==> src/design/periph_pkg.sv <==
/*
 * Peripheral subsystem address map
 * Bus widths, select decode fields and per-block register offsets
 */
package periph_pkg;

  // Bus widths
  localparam int DATA_W = 32;
  localparam int ADDR_W = 12;

  // Peripheral select field in paddr[11:8]
  localparam int SEL_LSB = 8;
  localparam int SEL_W   = 4;

  // Word offset field in paddr[7:2]
  localparam int OFS_LSB = 2;
  localparam int OFS_W   = 6;

  // Select values other than these are unmapped
  localparam logic [SEL_W-1:0] IRQ_SEL   = 4'd0;
  localparam logic [SEL_W-1:0] GPIO_SEL  = 4'd1;
  localparam logic [SEL_W-1:0] TIMER_SEL = 4'd2;

  // GPIO registers
  localparam logic [OFS_W-1:0] GPIO_IN_OFS  = 6'd0;
  localparam logic [OFS_W-1:0] GPIO_OUT_OFS = 6'd1;
  localparam logic [OFS_W-1:0] GPIO_OE_OFS  = 6'd2;
  localparam logic [OFS_W-1:0] GPIO_IE_OFS  = 6'd3;

  // Timer registers
  localparam logic [OFS_W-1:0] TMR_CTRL_OFS  = 6'd0;
  localparam logic [OFS_W-1:0] TMR_PRESC_OFS = 6'd1;
  localparam logic [OFS_W-1:0] TMR_COUNT_OFS = 6'd2;
  localparam logic [OFS_W-1:0] TMR_CMP_OFS   = 6'd3;

  // Interrupt controller registers
  localparam logic [OFS_W-1:0] IRQ_PEND_OFS  = 6'd0;
  localparam logic [OFS_W-1:0] IRQ_EN_OFS    = 6'd1;
  localparam logic [OFS_W-1:0] IRQ_CLAIM_OFS = 6'd2;

endpackage

==> src/design/apb_reg_bridge.sv <==
/*
 * APB slave bridge
 * Decodes select and offset into one-cycle register strobes, muxes read data and errors
 */
module apb_reg_bridge (
  input  logic                         clk_i,
  input  logic                         rst_n_i,
  input  logic                         psel_i,
  input  logic                         penable_i,
  input  logic                         pwrite_i,
  input  logic [periph_pkg::ADDR_W-1:0] paddr_i,
  input  logic [periph_pkg::DATA_W-1:0] pwdata_i,
  output logic [periph_pkg::DATA_W-1:0] prdata_o,
  output logic                         pready_o,
  output logic                         pslverr_o,
  output logic [periph_pkg::OFS_W-1:0]  reg_ofs_o,
  output logic [periph_pkg::DATA_W-1:0] reg_wdata_o,
  output logic                         irq_we_o,
  output logic                         irq_re_o,
  input  logic [periph_pkg::DATA_W-1:0] irq_rdata_i,
  input  logic                         irq_err_i,
  output logic                         gpio_we_o,
  output logic                         gpio_re_o,
  input  logic [periph_pkg::DATA_W-1:0] gpio_rdata_i,
  input  logic                         gpio_err_i,
  output logic                         tmr_we_o,
  output logic                         tmr_re_o,
  input  logic [periph_pkg::DATA_W-1:0] tmr_rdata_i,
  input  logic                         tmr_err_i
);

  import periph_pkg::*;

  logic [SEL_W-1:0]  sel;
  logic              acc_first;
  logic              done_q;
  logic              unmapped;
  logic [DATA_W-1:0] mux_rdata;
  logic              mux_err;
  logic [DATA_W-1:0] prdata_q;
  logic              pslverr_q;

  assign sel         = paddr_i[SEL_LSB +: SEL_W];
  assign reg_ofs_o   = paddr_i[OFS_LSB +: OFS_W];
  assign reg_wdata_o = pwdata_i;

  // Strobes only in the first access cycle since done_q marks the completing one
  assign acc_first = psel_i & penable_i & ~done_q;

  assign irq_we_o  = acc_first & pwrite_i & (sel == IRQ_SEL);
  assign irq_re_o  = acc_first & ~pwrite_i & (sel == IRQ_SEL);
  assign gpio_we_o = acc_first & pwrite_i & (sel == GPIO_SEL);
  assign gpio_re_o = acc_first & ~pwrite_i & (sel == GPIO_SEL);
  assign tmr_we_o  = acc_first & pwrite_i & (sel == TIMER_SEL);
  assign tmr_re_o  = acc_first & ~pwrite_i & (sel == TIMER_SEL);

  always_comb begin
    mux_rdata = '0;
    mux_err   = 1'b0;
    unmapped  = 1'b0;
    case (sel)
      IRQ_SEL: begin
        mux_rdata = irq_rdata_i;
        mux_err   = irq_err_i;
      end
      GPIO_SEL: begin
        mux_rdata = gpio_rdata_i;
        mux_err   = gpio_err_i;
      end
      TIMER_SEL: begin
        mux_rdata = tmr_rdata_i;
        mux_err   = tmr_err_i;
      end
      default: unmapped = 1'b1;
    endcase
  end

  always_ff @(posedge clk_i or negedge rst_n_i) begin
    if (!rst_n_i) begin
      done_q    <= 1'b0;
      pslverr_q <= 1'b0;
    end else begin
      done_q <= acc_first;
      if (acc_first) begin
        pslverr_q <= unmapped | mux_err;
      end
    end
  end

  // Read word captured with the strobe
  always_ff @(posedge clk_i) begin
    if (acc_first) begin
      prdata_q <= mux_rdata;
    end
  end

  assign pready_o  = done_q;
  assign pslverr_o = pslverr_q;
  assign prdata_o  = prdata_q;

  // Master must never raise penable outside a selected transfer
  a_penable_needs_psel: assert property (
    @(posedge clk_i) disable iff (!rst_n_i) penable_i |-> psel_i
  );

  a_one_strobe: assert property (
    @(posedge clk_i) disable iff (!rst_n_i)
      $onehot0({irq_we_o, irq_re_o, gpio_we_o, gpio_re_o, tmr_we_o, tmr_re_o})
  );

endmodule

==> src/design/gpio_block.sv <==
/*
 * GPIO block
 * Output, output-enable and interrupt-enable registers, synchronized inputs, level interrupts
 */
module gpio_block #(
  parameter int GPIO_W = 8
) (
  input  logic                         clk_i,
  input  logic                         rst_n_i,
  input  logic                         we_i,
  input  logic                         re_i,
  input  logic [periph_pkg::OFS_W-1:0]  ofs_i,
  input  logic [periph_pkg::DATA_W-1:0] wdata_i,
  output logic [periph_pkg::DATA_W-1:0] rdata_o,
  output logic                         err_o,
  input  logic [GPIO_W-1:0]            gpio_i,
  output logic [GPIO_W-1:0]            gpio_o,
  output logic [GPIO_W-1:0]            gpio_oe_o,
  output logic [GPIO_W-1:0]            intr_o
);

  import periph_pkg::*;

  logic [GPIO_W-1:0] out_q;
  logic [GPIO_W-1:0] oe_q;
  logic [GPIO_W-1:0] ie_q;
  logic [GPIO_W-1:0] meta_q;
  logic [GPIO_W-1:0] sync_q;
  logic [DATA_W-1:0] reg_word;
  logic              ofs_bad;

  always_ff @(posedge clk_i or negedge rst_n_i) begin
    if (!rst_n_i) begin
      out_q  <= '0;
      oe_q   <= '0;
      ie_q   <= '0;
      meta_q <= '0;
      sync_q <= '0;
    end else begin
      // Two-flop synchronizer on the pads
      meta_q <= gpio_i;
      sync_q <= meta_q;
      if (we_i) begin
        case (ofs_i)
          GPIO_OUT_OFS: out_q <= wdata_i[GPIO_W-1:0];
          GPIO_OE_OFS:  oe_q  <= wdata_i[GPIO_W-1:0];
          GPIO_IE_OFS:  ie_q  <= wdata_i[GPIO_W-1:0];
          default: ;
        endcase
      end
    end
  end

  // Upper bits read as zero
  always_comb begin
    reg_word = '0;
    ofs_bad  = 1'b0;
    case (ofs_i)
      GPIO_IN_OFS:  reg_word[GPIO_W-1:0] = sync_q;
      GPIO_OUT_OFS: reg_word[GPIO_W-1:0] = out_q;
      GPIO_OE_OFS:  reg_word[GPIO_W-1:0] = oe_q;
      GPIO_IE_OFS:  reg_word[GPIO_W-1:0] = ie_q;
      default:      ofs_bad = 1'b1;
    endcase
  end

  assign rdata_o   = re_i ? reg_word : '0;
  assign err_o     = (we_i | re_i) & ofs_bad;
  assign gpio_o    = out_q;
  assign gpio_oe_o = oe_q;
  assign intr_o    = sync_q & ie_q;

endmodule

==> src/design/timer_block.sv <==
/*
 * Prescaled timer
 * Up-counter advancing every PRESC+1 cycles with a compare level interrupt
 */
module timer_block (
  input  logic                         clk_i,
  input  logic                         rst_n_i,
  input  logic                         we_i,
  input  logic                         re_i,
  input  logic [periph_pkg::OFS_W-1:0]  ofs_i,
  input  logic [periph_pkg::DATA_W-1:0] wdata_i,
  output logic [periph_pkg::DATA_W-1:0] rdata_o,
  output logic                         err_o,
  output logic                         intr_o
);

  import periph_pkg::*;

  logic              en_q;
  logic [DATA_W-1:0] presc_q;
  logic [DATA_W-1:0] tick_q;
  logic [DATA_W-1:0] count_q;
  logic [DATA_W-1:0] cmp_q;
  logic              wr_ctrl;
  logic              wr_presc;
  logic              wr_count;
  logic              wr_cmp;
  logic              tick;
  logic [DATA_W-1:0] reg_word;
  logic              ofs_bad;

  assign wr_ctrl  = we_i & (ofs_i == TMR_CTRL_OFS);
  assign wr_presc = we_i & (ofs_i == TMR_PRESC_OFS);
  assign wr_count = we_i & (ofs_i == TMR_COUNT_OFS);
  assign wr_cmp   = we_i & (ofs_i == TMR_CMP_OFS);

  // End of a prescaler period
  assign tick = en_q & (tick_q == presc_q);

  always_ff @(posedge clk_i or negedge rst_n_i) begin
    if (!rst_n_i) begin
      en_q    <= 1'b0;
      presc_q <= '0;
      tick_q  <= '0;
      count_q <= '0;
      cmp_q   <= '0;
    end else begin
      if (wr_ctrl) begin
        en_q <= wdata_i[0];
      end
      if (wr_presc) begin
        presc_q <= wdata_i;
      end
      if (wr_cmp) begin
        cmp_q <= wdata_i;
      end
      // New prescale restarts the period
      if (wr_presc || !en_q || tick) begin
        tick_q <= '0;
      end else begin
        tick_q <= tick_q + 1'b1;
      end
      if (wr_count) begin
        count_q <= wdata_i;
      end else if (tick) begin
        count_q <= count_q + 1'b1;
      end
    end
  end

  always_comb begin
    reg_word = '0;
    ofs_bad  = 1'b0;
    case (ofs_i)
      TMR_CTRL_OFS:  reg_word[0] = en_q;
      TMR_PRESC_OFS: reg_word = presc_q;
      TMR_COUNT_OFS: reg_word = count_q;
      TMR_CMP_OFS:   reg_word = cmp_q;
      default:       ofs_bad = 1'b1;
    endcase
  end

  assign rdata_o = re_i ? reg_word : '0;
  assign err_o   = (we_i | re_i) & ofs_bad;
  assign intr_o  = en_q & (count_q >= cmp_q);

  a_tick_in_range: assert property (
    @(posedge clk_i) disable iff (!rst_n_i) tick_q <= presc_q
  );

endmodule

==> src/design/irq_ctrl.sv <==
/*
 * Simplified platform interrupt controller
 * Pending, enable and in-service per source with claim/complete, lowest id first
 */
module irq_ctrl #(
  parameter int NUM_SRC = 14
) (
  input  logic                         clk_i,
  input  logic                         rst_n_i,
  input  logic                         we_i,
  input  logic                         re_i,
  input  logic [periph_pkg::OFS_W-1:0]  ofs_i,
  input  logic [periph_pkg::DATA_W-1:0] wdata_i,
  output logic [periph_pkg::DATA_W-1:0] rdata_o,
  output logic                         err_o,
  input  logic [NUM_SRC-1:0]           src_i,
  output logic                         irq_o
);

  import periph_pkg::*;

  localparam int ID_W = (NUM_SRC > 1) ? $clog2(NUM_SRC) : 1;

  logic [NUM_SRC-1:0] pend_q;
  logic [NUM_SRC-1:0] en_q;
  logic [NUM_SRC-1:0] insvc_q;
  logic               irq_q;
  logic [NUM_SRC-1:0] active;
  logic [NUM_SRC-1:0] src_set;
  logic [ID_W-1:0]    claim_id;
  logic [ID_W-1:0]    cmp_id;
  logic               claim_fire;
  logic               complete_fire;
  logic               wr_en;
  logic [DATA_W-1:0]  reg_word;
  logic               ofs_bad;

  assign active  = pend_q & en_q;
  // Gateway allows one outstanding request per source
  assign src_set = src_i & ~pend_q & ~insvc_q;

  // Lowest enabled pending id wins and 0 means none
  always_comb begin
    claim_id = '0;
    for (int i = NUM_SRC - 1; i > 0; i--) begin
      if (active[i]) begin
        claim_id = ID_W'(i);
      end
    end
  end

  assign cmp_id        = wdata_i[ID_W-1:0];
  assign claim_fire    = re_i & (ofs_i == IRQ_CLAIM_OFS) & (claim_id != '0);
  assign complete_fire = we_i & (ofs_i == IRQ_CLAIM_OFS) & (wdata_i < DATA_W'(NUM_SRC));
  assign wr_en         = we_i & (ofs_i == IRQ_EN_OFS);

  always_ff @(posedge clk_i or negedge rst_n_i) begin
    if (!rst_n_i) begin
      pend_q  <= '0;
      en_q    <= '0;
      insvc_q <= '0;
      irq_q   <= 1'b0;
    end else begin
      pend_q <= pend_q | src_set;
      if (claim_fire) begin
        pend_q[claim_id]  <= 1'b0;
        insvc_q[claim_id] <= 1'b1;
      end
      if (complete_fire) begin
        insvc_q[cmp_id] <= 1'b0;
      end
      if (wr_en) begin
        en_q <= {wdata_i[NUM_SRC-1:1], 1'b0};
      end
      irq_q <= |active;
    end
  end

  always_comb begin
    reg_word = '0;
    ofs_bad  = 1'b0;
    case (ofs_i)
      IRQ_PEND_OFS:  reg_word[NUM_SRC-1:0] = pend_q;
      IRQ_EN_OFS:    reg_word[NUM_SRC-1:0] = en_q;
      IRQ_CLAIM_OFS: reg_word[ID_W-1:0] = claim_id;
      default:       ofs_bad = 1'b1;
    endcase
  end

  assign rdata_o = re_i ? reg_word : '0;
  assign err_o   = (we_i | re_i) & ofs_bad;
  assign irq_o   = irq_q;

  // A claimed id stays out of pending until completed
  a_pend_excl_insvc: assert property (
    @(posedge clk_i) disable iff (!rst_n_i) (pend_q & insvc_q) == '0
  );

endmodule

==> src/design/periph_subsystem.sv <==
/*
 * Peripheral subsystem top
 * APB bridge with GPIO, timer and interrupt controller behind it
 */
module periph_subsystem #(
  parameter int GPIO_W      = 8,
  parameter int NUM_EXT_IRQ = 4
) (
  input  logic                         clk_i,
  input  logic                         rst_n_i,
  input  logic                         psel_i,
  input  logic                         penable_i,
  input  logic                         pwrite_i,
  input  logic [periph_pkg::ADDR_W-1:0] paddr_i,
  input  logic [periph_pkg::DATA_W-1:0] pwdata_i,
  output logic [periph_pkg::DATA_W-1:0] prdata_o,
  output logic                         pready_o,
  output logic                         pslverr_o,
  input  logic [GPIO_W-1:0]            gpio_i,
  output logic [GPIO_W-1:0]            gpio_o,
  output logic [GPIO_W-1:0]            gpio_oe_o,
  input  logic [NUM_EXT_IRQ-1:0]       ext_irq_i,
  output logic                         irq_o
);

  import periph_pkg::*;

  localparam int NUM_SRC = 1 + GPIO_W + 1 + NUM_EXT_IRQ;

  logic [OFS_W-1:0]   reg_ofs;
  logic [DATA_W-1:0]  reg_wdata;
  logic               irq_we, irq_re, irq_err;
  logic               gpio_we, gpio_re, gpio_err;
  logic               tmr_we, tmr_re, tmr_err;
  logic [DATA_W-1:0]  irq_rdata, gpio_rdata, tmr_rdata;
  logic [GPIO_W-1:0]  gpio_intr;
  logic               tmr_intr;
  logic [NUM_SRC-1:0] intr_vec;

  // Id 0 is reserved and followed by pins, timer and external lines
  assign intr_vec = {ext_irq_i, tmr_intr, gpio_intr, 1'b0};

  apb_reg_bridge u_bridge (
    .clk_i,
    .rst_n_i,
    .psel_i,
    .penable_i,
    .pwrite_i,
    .paddr_i,
    .pwdata_i,
    .prdata_o,
    .pready_o,
    .pslverr_o,
    .reg_ofs_o    (reg_ofs),
    .reg_wdata_o  (reg_wdata),
    .irq_we_o     (irq_we),
    .irq_re_o     (irq_re),
    .irq_rdata_i  (irq_rdata),
    .irq_err_i    (irq_err),
    .gpio_we_o    (gpio_we),
    .gpio_re_o    (gpio_re),
    .gpio_rdata_i (gpio_rdata),
    .gpio_err_i   (gpio_err),
    .tmr_we_o     (tmr_we),
    .tmr_re_o     (tmr_re),
    .tmr_rdata_i  (tmr_rdata),
    .tmr_err_i    (tmr_err)
  );

  gpio_block #(
    .GPIO_W (GPIO_W)
  ) u_gpio (
    .clk_i,
    .rst_n_i,
    .we_i      (gpio_we),
    .re_i      (gpio_re),
    .ofs_i     (reg_ofs),
    .wdata_i   (reg_wdata),
    .rdata_o   (gpio_rdata),
    .err_o     (gpio_err),
    .gpio_i,
    .gpio_o,
    .gpio_oe_o,
    .intr_o    (gpio_intr)
  );

  timer_block u_timer (
    .clk_i,
    .rst_n_i,
    .we_i    (tmr_we),
    .re_i    (tmr_re),
    .ofs_i   (reg_ofs),
    .wdata_i (reg_wdata),
    .rdata_o (tmr_rdata),
    .err_o   (tmr_err),
    .intr_o  (tmr_intr)
  );

  irq_ctrl #(
    .NUM_SRC (NUM_SRC)
  ) u_irq (
    .clk_i,
    .rst_n_i,
    .we_i    (irq_we),
    .re_i    (irq_re),
    .ofs_i   (reg_ofs),
    .wdata_i (reg_wdata),
    .rdata_o (irq_rdata),
    .err_o   (irq_err),
    .src_i   (intr_vec),
    .irq_o
  );

endmodule

==> config.mk <==
export PLATFORM = sky130hd
export DESIGN_NAME = periph_subsystem
export DESIGN_NICKNAME = d
export VERILOG_FILES = /design/src/design/periph_pkg.sv /design/src/design/apb_reg_bridge.sv /design/src/design/gpio_block.sv /design/src/design/timer_block.sv /design/src/design/irq_ctrl.sv /design/src/design/periph_subsystem.sv
export SDC_FILE = /design/constraint.sdc
export NUM_CORES = 1
export LEC_CHECK = 0
export BUFFER_PORTS_ARGS = -buffer_cell sky130_fd_sc_hd__clkbuf_2
export CAP_MARGIN = 30
export CORE_ASPECT_RATIO = 1.4
export CORE_UTILIZATION = 60
export DETAILED_ROUTE_END_ITERATION = 6
export PLACE_DENSITY = 0.8
export SLEW_MARGIN = 20
export SYNTH_ARGS = -nofsm -noshare
export SYNTH_HDL_FRONTEND = slang
export SYNTH_SLANG_ARGS = --single-unit
==> constraint.sdc <==
create_clock -name clk_i -period 3.3 [get_ports clk_i]
set_clock_uncertainty 0.2 [all_clocks]
set_input_delay 0.66 -clock clk_i [delete_from_list [all_inputs] [get_ports clk_i]]
set_output_delay 0.66 -clock clk_i [all_outputs]
set_load 0.1 [all_outputs]
=== Word-level counts from Yosys, hierarchy flattened ===
Index checks and enable logic that the tools add are counted.

* Register bits: 245
* Input bits: 61
* Word-level logic and storage cells: 125

* Add/subtract/negate cells: 2
* Magnitude comparators: 6
* Equality and inequality tests: 6
* Mux-type cells: 36
* Bitwise logic cells: 42
* Reductions and logical operators: 16

{| class="wikitable"
|+ Operators by type and width
! cell !! count
|-
| $mux W32 || 4
|-
| $pmux W32 S3 || 1
|-
| $pmux W31 S3 || 1
|-
| $and A14 B14 Y14 || 5
|-
| $add A32 B1 Y32 const B || 2
|-
| $mux W14 || 4
|-
| $not A14 Y14 || 4
|-
| $mux W4 || 13
|-
| $eq A32 B32 Y1 || 1
|-
| $ge A32 B32 Y1 || 1
|-
| $lt A32 B4 Y1 const B || 1
|-
| $pmux W8 S4 || 1
|-
| $or A14 B14 Y14 || 2
|-
| $and A1 B1 Y1 || 24
|-
| $pmux W10 S2 || 1
|-
| $reduce_or A14 Y1 || 1
|-
| $eq A6 B2 Y1 const B || 2
|-
| $pmux W4 S3 || 1
|-
| $lt A4 B5 Y1 const B || 2
|-
| $and A8 B8 Y8 || 1
|-
| $demux W1 S4 || 2
|-
| $ge A4 B1 Y1 const B || 2
|-
| $mux W8 || 1
|-
| $eq A6 B1 Y1 const B || 1
|-
| 17 further kinds || 30
|}

=== Depth between registers and ports, before layout ===
Gate-level depths: netlist of run 1.

* Depth in word-level cells: 22
* Depth in mapped cells: 9
* Gate-level depth less buffers: 9

=== Modules after synthesis ===
Synthesis of run 1 repeated with hierarchy kept, for this count alone.

* Cells, all modules: 1362
* Area total of the unflattened synthesis: 14131.1 um^2

{| class="wikitable"
|+ Modules (own cells, without submodules)
! module !! times used !! cells each !! area each (um^2) !! sequential area each (um^2)
|-
| timer_block || 1 || 807 || 7932.6 || 3228.1
|-
| irq_ctrl || 1 || 262 || 2438.6 || 1051.0
|-
| apb_reg_bridge || 1 || 167 || 1933.1 || 1011.0
|-
| gpio_block || 1 || 125 || 1823.0 || 1001.0
|-
| periph_subsystem || 1 || 1 || 3.8 || 0.0
|}

=== Worst setup path before layout of run 1 ===
Ideal clock, no wire load.

* Kind: register to register
* From: register u_bridge.done_q (netlist: u_bridge.pready_o)
* To: register u_gpio.oe_q[0] (netlist: u_gpio.gpio_oe_o[0])
* Library setup time: 126 ps
* Arrival: 2757 ps
* Data required time: 2974 ps
* Path slack: 217 ps
* Stages on the path, launching flop included: 7
* Buffers on the path: 0
* Period minus slack after synthesis: 3083 ps
* Cells stage by stage: dfrtp_1 or2_2 inv_2 nand2_1 or2_2 nor2_4 mux2_2

* Cells in the longest elaborated chain, start to end: 5

{| class="wikitable"
|+ Ends and longest elaborated chain
! item !! line !! text
|-
| from (decl) || apb_reg_bridge.sv:36 || <nowiki>logic done_q;</nowiki>
|-
| from (signal assigned) || apb_reg_bridge.sv:83 || <nowiki>done_q <= acc_first;</nowiki>
|-
| $not A1 Y1 || apb_reg_bridge.sv:48 || <nowiki>assign acc_first = psel_i & penable_i & ~done_q;</nowiki>
|-
| $and A1 B1 Y1 || apb_reg_bridge.sv:48 ||
|-
| named net u_bridge.acc_first || apb_reg_bridge.sv:35 || <nowiki>logic acc_first;</nowiki>
|-
| $and A1 B1 Y1 (2 in series) || apb_reg_bridge.sv:52 || <nowiki>assign gpio_we_o = acc_first & pwrite_i & (sel == GPIO_SEL);</nowiki>
|-
| $reduce_and A2 Y1 (no line) || n/a ||
|-
| to (signal assigned) || gpio_block.sv:46 || <nowiki>GPIO_OE_OFS: oe_q <= wdata_i[GPIO_W-1:0];</nowiki>
|-
| to (decl) || gpio_block.sv:25 || <nowiki>logic [GPIO_W-1:0] oe_q;</nowiki>
|}

The timed path passes the listed nets, and every way through them passes these cells.
A chain may end at the register's enable or synchronous reset.

=== Worst setup path in the final report of run 1 ===
* From: register u_timer.tick_q[11]
* To: register u_timer.count_q[13]

* Cells in the longest elaborated chain, start to end: 3

{| class="wikitable"
|+ Ends and longest elaborated chain
! item !! line !! text
|-
| from (decl) || timer_block.sv:21 || <nowiki>logic [DATA_W-1:0] tick_q;</nowiki>
|-
| from (signal assigned) || timer_block.sv:61 || <nowiki>tick_q <= tick_q + 1'b1;</nowiki>
|-
| $eq A32 B32 Y1 || timer_block.sv:38 || <nowiki>assign tick = en_q & (tick_q == presc_q);</nowiki>
|-
| $and A1 B1 Y1 || timer_block.sv:38 ||
|-
| $reduce_bool A2 Y1 (no line) || n/a ||
|-
| to (signal assigned) || timer_block.sv:64 || <nowiki>count_q <= wdata_i;</nowiki>
|-
| to (signal assigned) || timer_block.sv:66 || <nowiki>count_q <= count_q + 1'b1;</nowiki>
|-
| to (decl) || timer_block.sv:22 || <nowiki>logic [DATA_W-1:0] count_q;</nowiki>
|}

No other way between the ends.

==> impl_metrics.json, run 1 <==
{
  "outcome": "finished, final reports clean",
  "synth.largest_area_cell": "dfrtp_1",
  "clkSinkCount": 244,
  "slowest_stage": "nor4_1",
  "fin_crit_sh_pct": 85.6,
  "cts_root_buf": "clkbuf_16",
  "crit_chain": "nand2b_1 > o2111ai_1 > nor4_2 > nand4_2 > nor4_1 > xnor2_1 > a21oi_1",
  "grt_max_degree": 89,
  "met1_usage_pct": 38.0,
  "critical_path_arrival_ns": 2.98,
  "r2r_start": "u_timer.tick_q[11]$_DFF_PN0_",
  "reg2reg_to": "u_timer.count_q[13]$_DFFE_PN0P_",
  "ys_seq_area_share_pct": 50.3,
  "drt_iter0_markers": 933,
  "internal_power_uw": 4880,
  "viasPerCell": 6.27,
  "die_area_um2": 21300,
  "drive_gt1_share_pct": 20.0,
  "die_w_um": 124,
  "setup.worst_path.class": "reg -> reg",
  "hold_violations": 0,
  "cts_buffer_depth": 3,
  "synth_cell_types": 63,
  "yosys.area_share.adder_pct": 3.42,
  "min_period_ns": 2.82,
  "place_congestion": 0.955,
  "fmax_mhz": 354,
  "antenna_found_initial": 0,
  "routed-via-count": 9929,
  "startpoint_type": "flop",
  "synthFlopType": "dfrtp_1",
  "drt_first_pass_iters": 7,
  "cp_data_required_time_ns": 3.46,
  "synthArstFlopShare_pct": 86.9,
  "core_um2": 20400,
  "rrSetupSlack_ns": 0.48,
  "hpwl_um": 25100,
  "grt_use_total_pct": 33.9,
  "worst_setup_path_end_kind": "flop",
  "synth_compound_gate_area_share_pct": 11.8,
  "portBuffers": 109,
  "grt_pass1_vias": 10000,
  "grt_pass1_wl_um": 54000,
  "synth_top_family_by_area": "simple AND/OR/NAND/NOR gates",
  "htreeDepth": 1,
  "synth_cells": 1195,
  "clk_pin_slew_worst_paths_ns": 0.06,
  "initial_core_util_pct": 61.0,
  "leakage_uw": 0.00640,
  "synth-edff-count": 32,
  "ant_nets": 0,
  "peakVddDrop_uv": 412,
  "rows": 62,
  "wl_per_cell_um": 21.9,
  "tightest_slew_ns": 0.774,
  "power_uw": 6650,
  "yosysTopAreaCellShare_pct": 42.6,
  "p_clk_share_pct": 39.7,
  "hold_path_startpoint": "gpio_i[4]",
  "synth.area.mux_share_pct": 9.32,
  "synth_commonest_cells": "dfrtp_1, nand2_1, nor2_1",
  "switchingPower_uw": 1770,
  "maxSlewHeadroom_pct": 48.3,
  "switching_share_pct": 26.6,
  "tritoncts": "yes",
  "crit_path_max_fanout": 13,
  "post-route-drc-count": 0,
  "n_antenna_cell": 0,
  "synth-seq-cells": 244,
  "p_seq_share_pct": 48.1,
  "synth_fp_nets": 1290,
  "die_y_um": 172,
  "regArea_um2": 6270,
  "setup_viol": 0,
  "syn_area_per_cell_um2": 10.4,
  "post_cts_buffers": 0,
  "cts_buffers": 24,
  "hp-class": "in -> reg",
  "yosysMostFrequentCell": "dfrtp_1",
  "synth_warnings": 0,
  "synth_xor_area_share_pct": 6.12,
  "tns_ns": 0,
  "wl_um": 34600,
  "slew_viol_final": 0,
  "yosys-top-cells-area": "dfrtp_1, edfxtp_1, mux2_2, xnor2_1, nand2_1",
  "clk_latency_ns": 0.52,
  "area_delta_synth_final_pct": 13.8,
  "layout.nets": 1405,
  "grt.met3_usage_pct": 4.58,
  "gr-max-usage-layer": "met2",
  "ios": 112,
  "max_stage_delay_ns": 0.70,
  "syn_area_um2": 12500,
  "num-fill-cells": 1517,
  "use_met2_pct": 58.1,
  "holdPathEnd": "u_gpio.meta_q[4]$_DFF_PN0_",
  "hold_path_depth": 1,
  "p_comb_share_pct": 12.2,
  "overflow": 0,
  "maxCapViolCount": 0,
  "multi_input_area_um2": 5770,
  "rsz0062_at_grt": "false",
  "powerDensity_nw_per_um2": 469,
  "rr_worst_depth": 7,
  "yosys.area_share.simple_pct": 15.6
}
per-stage QoR:
stage,instance area [um^2],utilization [%],cells,worst slack (ns),hold WS (ns)
floorplan,12500,-,1195,0.217,0.131
global placement,13400,65.7,1539,0.303,0.131
detailed placement,13400,65.7,1539,0.249,0.135
CTS,14200,69.5,1583,0.485,0.0349
global route,14200,69.5,1583,0.308,0.0345
finish,14200,69.5,1583,0.475,0.0446
worst max path at each step:
stage                                       to                         start  cells past startpoint  slack (ns)
2_1_floorplan  u_gpio.gpio_oe_o[0]$_DFFE_PN0P_   u_bridge.pready_o$_DFF_PN0_                      6        0.22
3_3_place_gp        u_irq.insvc_q[3]$_DFF_PN0_                   pwdata_i[7]                      6        0.30
3_5_place_dp        u_irq.insvc_q[3]$_DFF_PN0_                   pwdata_i[7]                      6        0.25
4_1_cts        u_timer.count_q[19]$_DFFE_PN0P_  u_timer.tick_q[11]$_DFF_PN0_                      8        0.48
5_1_grt        u_timer.count_q[19]$_DFFE_PN0P_  u_timer.tick_q[17]$_DFF_PN0_                      8        0.31
6_report       u_timer.count_q[13]$_DFFE_PN0P_  u_timer.tick_q[11]$_DFF_PN0_                      7        0.48
registers in the layout, indices dropped and copies added (netlist names), 13 cells and up:
signal,count
u_irq.pend_q,14
u_bridge.prdata_o,32
u_irq.en_q,13
u_timer.count_q,32
u_irq.insvc_q,13
u_timer.cmp_q,32
u_timer.presc_q,32
u_timer.tick_q,32
cell families after synthesis:
family | after synthesis
xor+xnor | 87
mux | 100
buf+inv | 108
compound gates | 233
simple gates | 389
fa+ha+maj | 34
flops | 244
worst max-delay path, delay by kind of cell, from the launching register on:
| kind | cells | cell delay (ns) |
|---|---|---|
| AND/OR/NAND/NOR | 4 | 1.56 |
| flip-flops | 1 | 0.47 |
| AO/OA/AOI/OAI | 2 | 0.24 |
| XOR/XNOR | 1 | 0.20 |
layer usage:
| layer | wire [um] | up-vias |
|---|---|---|
| li1 | - | 4506 |
| met1 | 12400 | 4807 |
| met2 | 17300 | 460 |
| met3 | 1980 | 156 |
| met4 | 2950 | 0 |
| met5 | 0 | - |
cell type report:
class                   count  share of cell area [%]
clock buffers              39                    5.15
clock inverters             4                   0.159
inverters                  56                    1.48
multi-input cells         843                    40.7
flip-flops and latches    244                    44.2
well taps                 256                    2.26
repair buffers            141                    5.99
what timing repair did:
| action | 4_1_cts | 5_1_grt |
|---|---|---|
| gates resized for setup | 0 | 0 |
| endpoints found under the hold margin | 11 | 0 |
| hold buffers | 1 | 0 |
power groups by stage:
stage | Clock [uW] | Combinational, uW | Sequential [uW]
global route | 2750 | 881 | 3210
finish | 2640 | 812 | 3200
detailed placement | 0 | 801 | 3250
floorplan | 0 | 413 | 3330
CTS | 2660 | 808 | 3200
global placement | 0 | 783 | 3250
cell usage in the layout (no fill, tap or decap), types with 26 or more instances in the layout:
cell,count
a21oi_1,60
a22oi_1,45
buf_4,27
clkbuf_16,26
clkbuf_2,108
dfrtp_1,212
edfxtp_1,32
ha_1,34
inv_1,55
mux2_1,28
mux2_2,60
nand2_1,128
nand3_1,33
nor2_1,98
o21ai_0,63
xnor2_1,63
Note: power is estimated with default switching activity, not from simulation.
==> run 2, diff against run 1 <==
--- a/config.mk
+++ b/config.mk
@@ -8,9 +8,8 @@
 export BUFFER_PORTS_ARGS = -buffer_cell sky130_fd_sc_hd__clkbuf_2
 export CAP_MARGIN = 30
 export CORE_ASPECT_RATIO = 1.4
-export CORE_UTILIZATION = 60
+export CORE_UTILIZATION = 25
 export DETAILED_ROUTE_END_ITERATION = 6
-export PLACE_DENSITY = 0.8
 export SLEW_MARGIN = 20
 export SYNTH_ARGS = -nofsm -noshare
 export SYNTH_HDL_FRONTEND = slang
==> run 2 against run 1 <==
Compared with the run above: critical path depth shrank 1; setup slack gained 0.16 ns; utilization shrank 39 points; global-route usage shrank 19 points; sequential share of layout area shrank 2.4 points; critical endpoint is now u_irq.insvc_q[3]$_DFF_PN0_; routed wire length grew 8.7%; highest routed layer unchanged; total power grew 9.5%.
==> impl_metrics.json, run 2 (same netlist as run 1, synthesis figures left out) <==
{
  "outcome": "finished, final reports clean",
  "setup_viol": 0,
  "grt_pass1_vias": 10000,
  "ant_nets": 0,
  "hold_violations": 0,
  "startpoint_type": "primary input",
  "reg2reg_to": "u_irq.insvc_q[9]$_DFF_PN0_",
  "crit_buf_inv": 1,
  "drt_first_pass_iters": 7,
  "crit_chain": "clkbuf_2 > nor4_1 > nand4_1 > nor4_2 > nor3b_1 > a31oi_1",
  "power_uw": 7280,
  "cts_buffers": 28,
  "overflow": 0,
  "peakVddDrop_uv": 401,
  "wl_um": 37600,
  "leakage_uw": 0.00657,
  "crit_path_max_fanout": 8,
  "cp_data_required_time_ns": 3.52,
  "tightest_slew_ns": 0.797,
  "clk_pin_slew_worst_paths_ns": 0.06,
  "portBuffers": 109,
  "rr_worst_depth": 8,
  "initial_core_util_pct": 25.3,
  "hold_path_depth": 1,
  "die_y_um": 266,
  "grt_use_total_pct": 14.9,
  "antenna_found_initial": 1,
  "wl_per_cell_um": 19.0,
  "drt_iter0_markers": 792,
  "cts_buffer_depth": 3,
  "max_stage_delay_ns": 0.68,
  "worst_setup_path_end_kind": "flop",
  "final_common_cell": "dfrtp_1",
  "hold_ws_ns": 0.0226,
  "tns_ns": 0,
  "maxSlewHeadroom_pct": 46.8,
  "area_delta_synth_final_pct": 20.3,
  "post_cts_buffers": 0,
  "fmax_mhz": 375,
  "die_w_um": 191,
  "place_congestion": 0.869,
  "rows": 96,
  "critical_path_arrival_ns": 2.89,
  "slew_viol_final": 0,
  "ios": 112,
  "grt_pass1_wl_um": 58600,
  "holdPathEnd": "u_gpio.meta_q[2]$_DFF_PN0_",
  "num-fill-cells": 5049,
  "final_cell_mix": "dfrtp_1, nand2_1, clkbuf_2, nor2_1",
  "hpwl_um": 27800,
  "clk_latency_ns": 0.55,
  "rrSetupSlack_ns": 0.70,
  "htreeDepth": 1,
  "rsz0062_at_grt": "false",
  "powerDensity_nw_per_um2": 486,
  "setup.worst_path.class": "in -> reg",
  "post-route-drc-count": 0,
  "clkSinkCount": 244,
  "layout.nets": 1420,
  "grt_max_degree": 69,
  "die_area_um2": 50700,
  "hold_path_startpoint": "gpio_i[2]",
  "cts_root_buf": "clkbuf_16",
  "min_period_ns": 2.67,
  "r2r_start": "u_irq.pend_q[3]$_DFF_PN0_",
  "tritoncts": "yes",
  "hp-class": "in -> reg",
  "fin_crit_sh_pct": 80.9,
  "routed-via-count": 9805,
  "drive_gt1_share_pct": 21.2,
  "viasPerCell": 4.94,
  "maxCapViolCount": 0,
  "core_um2": 49100,
  "slowest_stage": "nor4_1",
  "crit_family": "simple AND/OR/NAND/NOR gates",
  "cts_resized": 0
}
## run 2: cell types whose count changed in the layout (fill, tap and decap cells not counted), moves of 2 or more
cell	before	now
buf_12	4	6
buf_4	27	29
bufinv_16	0	3
clkbuf_1	10	4
clkbuf_16	26	29
clkbuf_8	3	6
clkinv_2	3	8
dlygate4sd3_1	1	8
## run 2: worst reg2reg max path, stage by stage (launching register included)
cell and delay [ns]:
dfrtp_1 0.43, a222oi_1 0.57, nand4_1 0.33, nor2_1 0.22, nand2b_1 0.09, nor2_1 0.09, buf_4 0.15, and2_1 0.26
a2bb2oi_1 0.17
## run 2: where the power goes
| group | total [uW] | internal [uW] | switching, uW |
|---|---|---|---|
| logic | 843 | 264 | 579 |
| registers | 3200 | 3120 | 85.7 |
| clock network | 3240 | 1950 | 1290 |
## run 2: layer usage
| metal | GRT usage (%) | part of all wire (%) | vias to the layer above |
|---|---|---|---|
| met2 | 26.0 | 49 | 333 |
| li1 | - | - | 4524 |
| met5 | 0 | 0 | - |
| met3 | 2.27 | 5.0 | 80 |
| met1 | 18.3 | 42 | 4868 |
| met4 | 5.88 | 4.2 | 0 |
## run 2: what timing repair did
action,CTS,global route
hold endpoints to repair,71,0
setup endpoints to repair,0,0
hold buffers,8,0
## run 2: worst max path at each step
stage,start,end,slack (ns),cells after the start
2_1_floorplan,u_bridge.pready_o$_DFF_PN0_,u_gpio.gpio_oe_o[0]$_DFFE_PN0P_,0.22,6
3_3_place_gp,pwdata_i[5],u_irq.insvc_q[3]$_DFF_PN0_,0.08,6
3_5_place_dp,pwdata_i[5],u_irq.insvc_q[3]$_DFF_PN0_,0.05,6
4_1_cts,pwdata_i[5],u_irq.insvc_q[3]$_DFF_PN0_,0.62,6
5_1_grt,u_bridge.pready_o$_DFF_PN0_,u_timer.count_q[21]$_DFFE_PN0P_,0.48,7
6_report,pwdata_i[5],u_irq.insvc_q[3]$_DFF_PN0_,0.63,6
## run 2: cell type report
| cell class | instances | area, um^2 | share of cell area, % |
|---|---|---|---|
| Tap cell | 637 | 797 | 5.32 |
| Sequential cell | 244 | 6270 | 41.8 |
| Multi-Input combinational cell | 843 | 5770 | 38.5 |
| Timing Repair Buffer | 152 | 972 | 6.49 |
| Clock buffer | 38 | 810 | 5.40 |
| Inverter | 56 | 210 | 1.40 |
| Antenna cell | 1 | 2.50 | 0.0167 |
| Clock inverter | 14 | 156 | 1.04 |
## run 2: stage by stage
| step | util, % | area, um^2 | cells | setup WS [ns] |
|---|---|---|---|---|
| final | 30.5 | 15000 | 1985 | 0.631 |
| after global routing | 30.5 | 15000 | 1985 | 0.482 |
| after CTS | 30.5 | 15000 | 1984 | 0.623 |
| after detailed placement | 28.4 | 13900 | 1924 | 0.0459 |
| after global placement | 28.4 | 13900 | 1924 | 0.0757 |
| after floorplan | - | 12500 | 1195 | 0.217 |
==> run 3, diff against run 2 <==
==> constraint.sdc (replaced) <==
create_clock -name clk_i -period 2.2 [get_ports clk_i]
set_clock_uncertainty 0.2 [all_clocks]
set_input_delay 0.44 -clock clk_i [delete_from_list [all_inputs] [get_ports clk_i]]
set_output_delay 0.44 -clock clk_i [all_outputs]
set_load 0.1 [all_outputs]
==> run 3 against run 2 <==
Compared with the run above: the flow now finishes with violations (negative setup slack); largest cell class is now multi-input combinational cells; register-to-register slack got worse by 0.83 ns; count of clock-buffer cells in the layout did not move; sequential share of layout area fell by 5.9 points; hold slack got worse by 0.014 ns; total power rose by 56%; cell area rose by 16%; non-clock buffer count rose by 205; first-iteration DRC count rose by 7.8%.
==> impl_metrics.json, run 3 (same netlist as run 1, synthesis figures left out) <==
{
  "outcome": "complete, but fails checks",
  "failed_checks": "negative setup slack",
  "rows": 96,
  "r2r_start": "u_timer.tick_q[8]$_DFF_PN0_",
  "overflow": 0,
  "wl_um": 41100,
  "max_stage_delay_ns": 0.40,
  "grt_pass1_wl_um": 61700,
  "clk_latency_ns": 0.55,
  "min_period_ns": 2.33,
  "n_antenna_cell": 0,
  "ant_nets": 0,
  "crit_family": "simple AND/OR/NAND/NOR gates",
  "powerDensity_nw_per_um2": 652,
  "hpwl_um": 30200,
  "fin_ws_ns": -0.130,
  "layout.nets": 1625,
  "final_cell_mix": "dfrtp_1, buf_4, nand2_1, clkbuf_2, nor2_1",
  "post-route-drc-count": 0,
  "switchingPower_uw": 3170,
  "cp_data_required_time_ns": 2.44,
  "power_uw": 11400,
  "leakage_uw": 0.00789,
  "clkSinkCount": 244,
  "rrSetupSlack_ns": -0.13,
  "tritoncts": "yes",
  "internal_power_uw": 8200,
  "hold_path_startpoint": "ext_irq_i[1]",
  "rsz0062_at_grt": "true",
  "crit_chain": "xnor2_1 > nand4_1 > nor3_2 > buf_4 > nand4_2 > buf_6 > clkbuf_16 > nor3_1 > xnor2_1 > a21oi_1",
  "crit_buf_inv": 3,
  "fin_crit_sh_pct": 106,
  "num-fill-cells": 4878,
  "startpoint_type": "flop",
  "place_congestion": 0.904,
  "fmax_mhz": 429,
  "rr_worst_depth": 10,
  "peakVddDrop_uv": 526,
  "die_w_um": 191,
  "clk_pin_slew_worst_paths_ns": 0.06,
  "antenna_found_initial": 0,
  "critical_path_arrival_ns": 2.57,
  "crit_path_frequent_cell": "xnor2_1",
  "crit_path_max_fanout": 7,
  "hold_ws_ns": 0.00897,
  "die_area_um2": 50700,
  "drt_first_pass_iters": 6,
  "drive_gt1_share_pct": 38.0,
  "tns_ns": -2.20,
  "path_depth": 10,
  "p_seq_share_pct": 41.9,
  "cts_root_buf": "clkbuf_16",
  "slowest_stage": "dfrtp_1",
  "reg2reg_to": "u_timer.count_q[26]$_DFFE_PN0P_",
  "slew_viol_final": 0,
  "worst_setup_path_end_kind": "flop",
  "cts_buffer_depth": 3,
  "initial_core_util_pct": 25.3,
  "drt_iter0_markers": 854,
  "hp-class": "in -> reg",
  "htreeDepth": 1,
  "cts_buffers": 28,
  "grt_pass1_vias": 10900,
  "final_common_cell": "dfrtp_1",
  "setup_viol": 54,
  "tightest_slew_ns": 0.572,
  "ios": 112,
  "holdPathEnd": "u_irq.pend_q[11]$_DFF_PN0_",
  "hold_violations": 0,
  "viasPerCell": 4.87,
  "maxSlewHeadroom_pct": 62.0,
  "grt_max_degree": 63,
  "grt_use_total_pct": 15.8,
  "die_y_um": 266,
  "routed-via-count": 10700,
  "p_comb_share_pct": 15.7,
  "p_clk_share_pct": 42.4,
  "portBuffers": 109,
  "area_delta_synth_final_pct": 40.1,
  "switching_share_pct": 27.9,
  "hold_path_depth": 3,
  "core_um2": 49100,
  "wl_per_cell_um": 18.8,
  "setup.worst_path.class": "reg -> reg",
  "maxCapViolCount": 0
}
==> run 3: cell types whose count changed in the layout (fill, tap and decap cells not counted), sizes merged <==
cell	delta
clkinvlp	+1
buf	+197
inv	-1
clkbuf	+4
dlygate4sd3	+4
diode	-1
==> run 3: worst register-to-register path: cells and delay by family, from the launching register on <==
| kind | cells | cell delay [ns] |
|---|---|---|
| AND/OR/NAND/NOR | 4 | 0.70 |
| XOR/XNOR | 2 | 0.37 |
| AO/OA/AOI/OAI | 1 | 0.09 |
| flip-flops | 1 | 0.40 |
| buffers and inverters | 3 | 0.47 |
==> run 3: layout make-up <==
| type | count | area (um^2) | share of cell area (%) |
|---|---|---|---|
| Inverter | 56 | 223 | 1.28 |
| Timing Repair Buffer | 357 | 2810 | 16.1 |
| Clock buffer | 38 | 790 | 4.53 |
| Multi-Input combinational cell | 843 | 6400 | 36.7 |
| Tap cell | 637 | 797 | 4.57 |
| Clock inverter | 14 | 158 | 0.904 |
| Sequential cell | 244 | 6270 | 35.9 |
==> run 3: metrics by stage <==
step / instances / setup WS (ns) / util, % / area (um^2)
after CTS: 2173 / -0.0944 / 34.3 / 16800
after global placement: 2106 / -0.386 / 31.8 / 15600
after floorplan: 1195 / -0.0957 / - / 12700
after global routing: 2189 / -0.284 / 35.5 / 17400
after detailed placement: 2106 / -0.370 / 31.8 / 15600
final: 2189 / -0.130 / 35.5 / 17400
==> run 3: worst max-delay path by stage <==
stage | startpoint | to | slack [ns]
final | u_timer.tick_q[8]$_DFF_PN0_ | u_timer.count_q[26]$_DFFE_PN0P_ | -0.13
after global routing | u_timer.presc_q[23]$_DFFE_PN0P_ | u_timer.count_q[23]$_DFFE_PN0P_ | -0.28
after CTS | u_timer.tick_q[21]$_DFF_PN0_ | u_timer.count_q[13]$_DFFE_PN0P_ | -0.09
after detailed placement | u_timer.count_q[10]$_DFFE_PN0P_ | u_irq.pend_q[9]$_DFF_PN0_ | -0.37
after global placement | u_timer.count_q[10]$_DFFE_PN0P_ | u_irq.pend_q[9]$_DFF_PN0_ | -0.39
after floorplan | u_bridge.pready_o$_DFF_PN0_ | u_gpio.ie_q[4]$_DFFE_PN0P_ | -0.1
==> run 3: per-layer routing <==
layer	share of wire (%)	vias up	wire length [um]	track usage, %
met5	0	-	0	0
met4	4.6	0	1890	7.03
met3	4.9	88	2040	2.13
li1	-	4944	-	-
met1	40	5288	16300	18.5
met2	51	344	20900	28.5
==> run 3: power by group through the flow <==
stage	Sequential [uW]	Combinational (uW)	Clock, uW
detailed placement	4840	1520	0
global route	4770	1910	5080
finish	4760	1790	4820
CTS	4760	1650	4880
global placement	4840	1510	0
floorplan	4990	629	0
==> run 3: repair_timing <==
| action | CTS | global route |
|---|---|---|
| hold buffers | 12 | 0 |
| hold endpoints to repair | 188 | 0 |
| setup endpoints to repair | 63 | 102 |
| cloned | 0 | 6 |
| resized for setup | 29 | 102 |
| setup buffers | 3 | 10 |
| pin swaps | 10 | 31 |
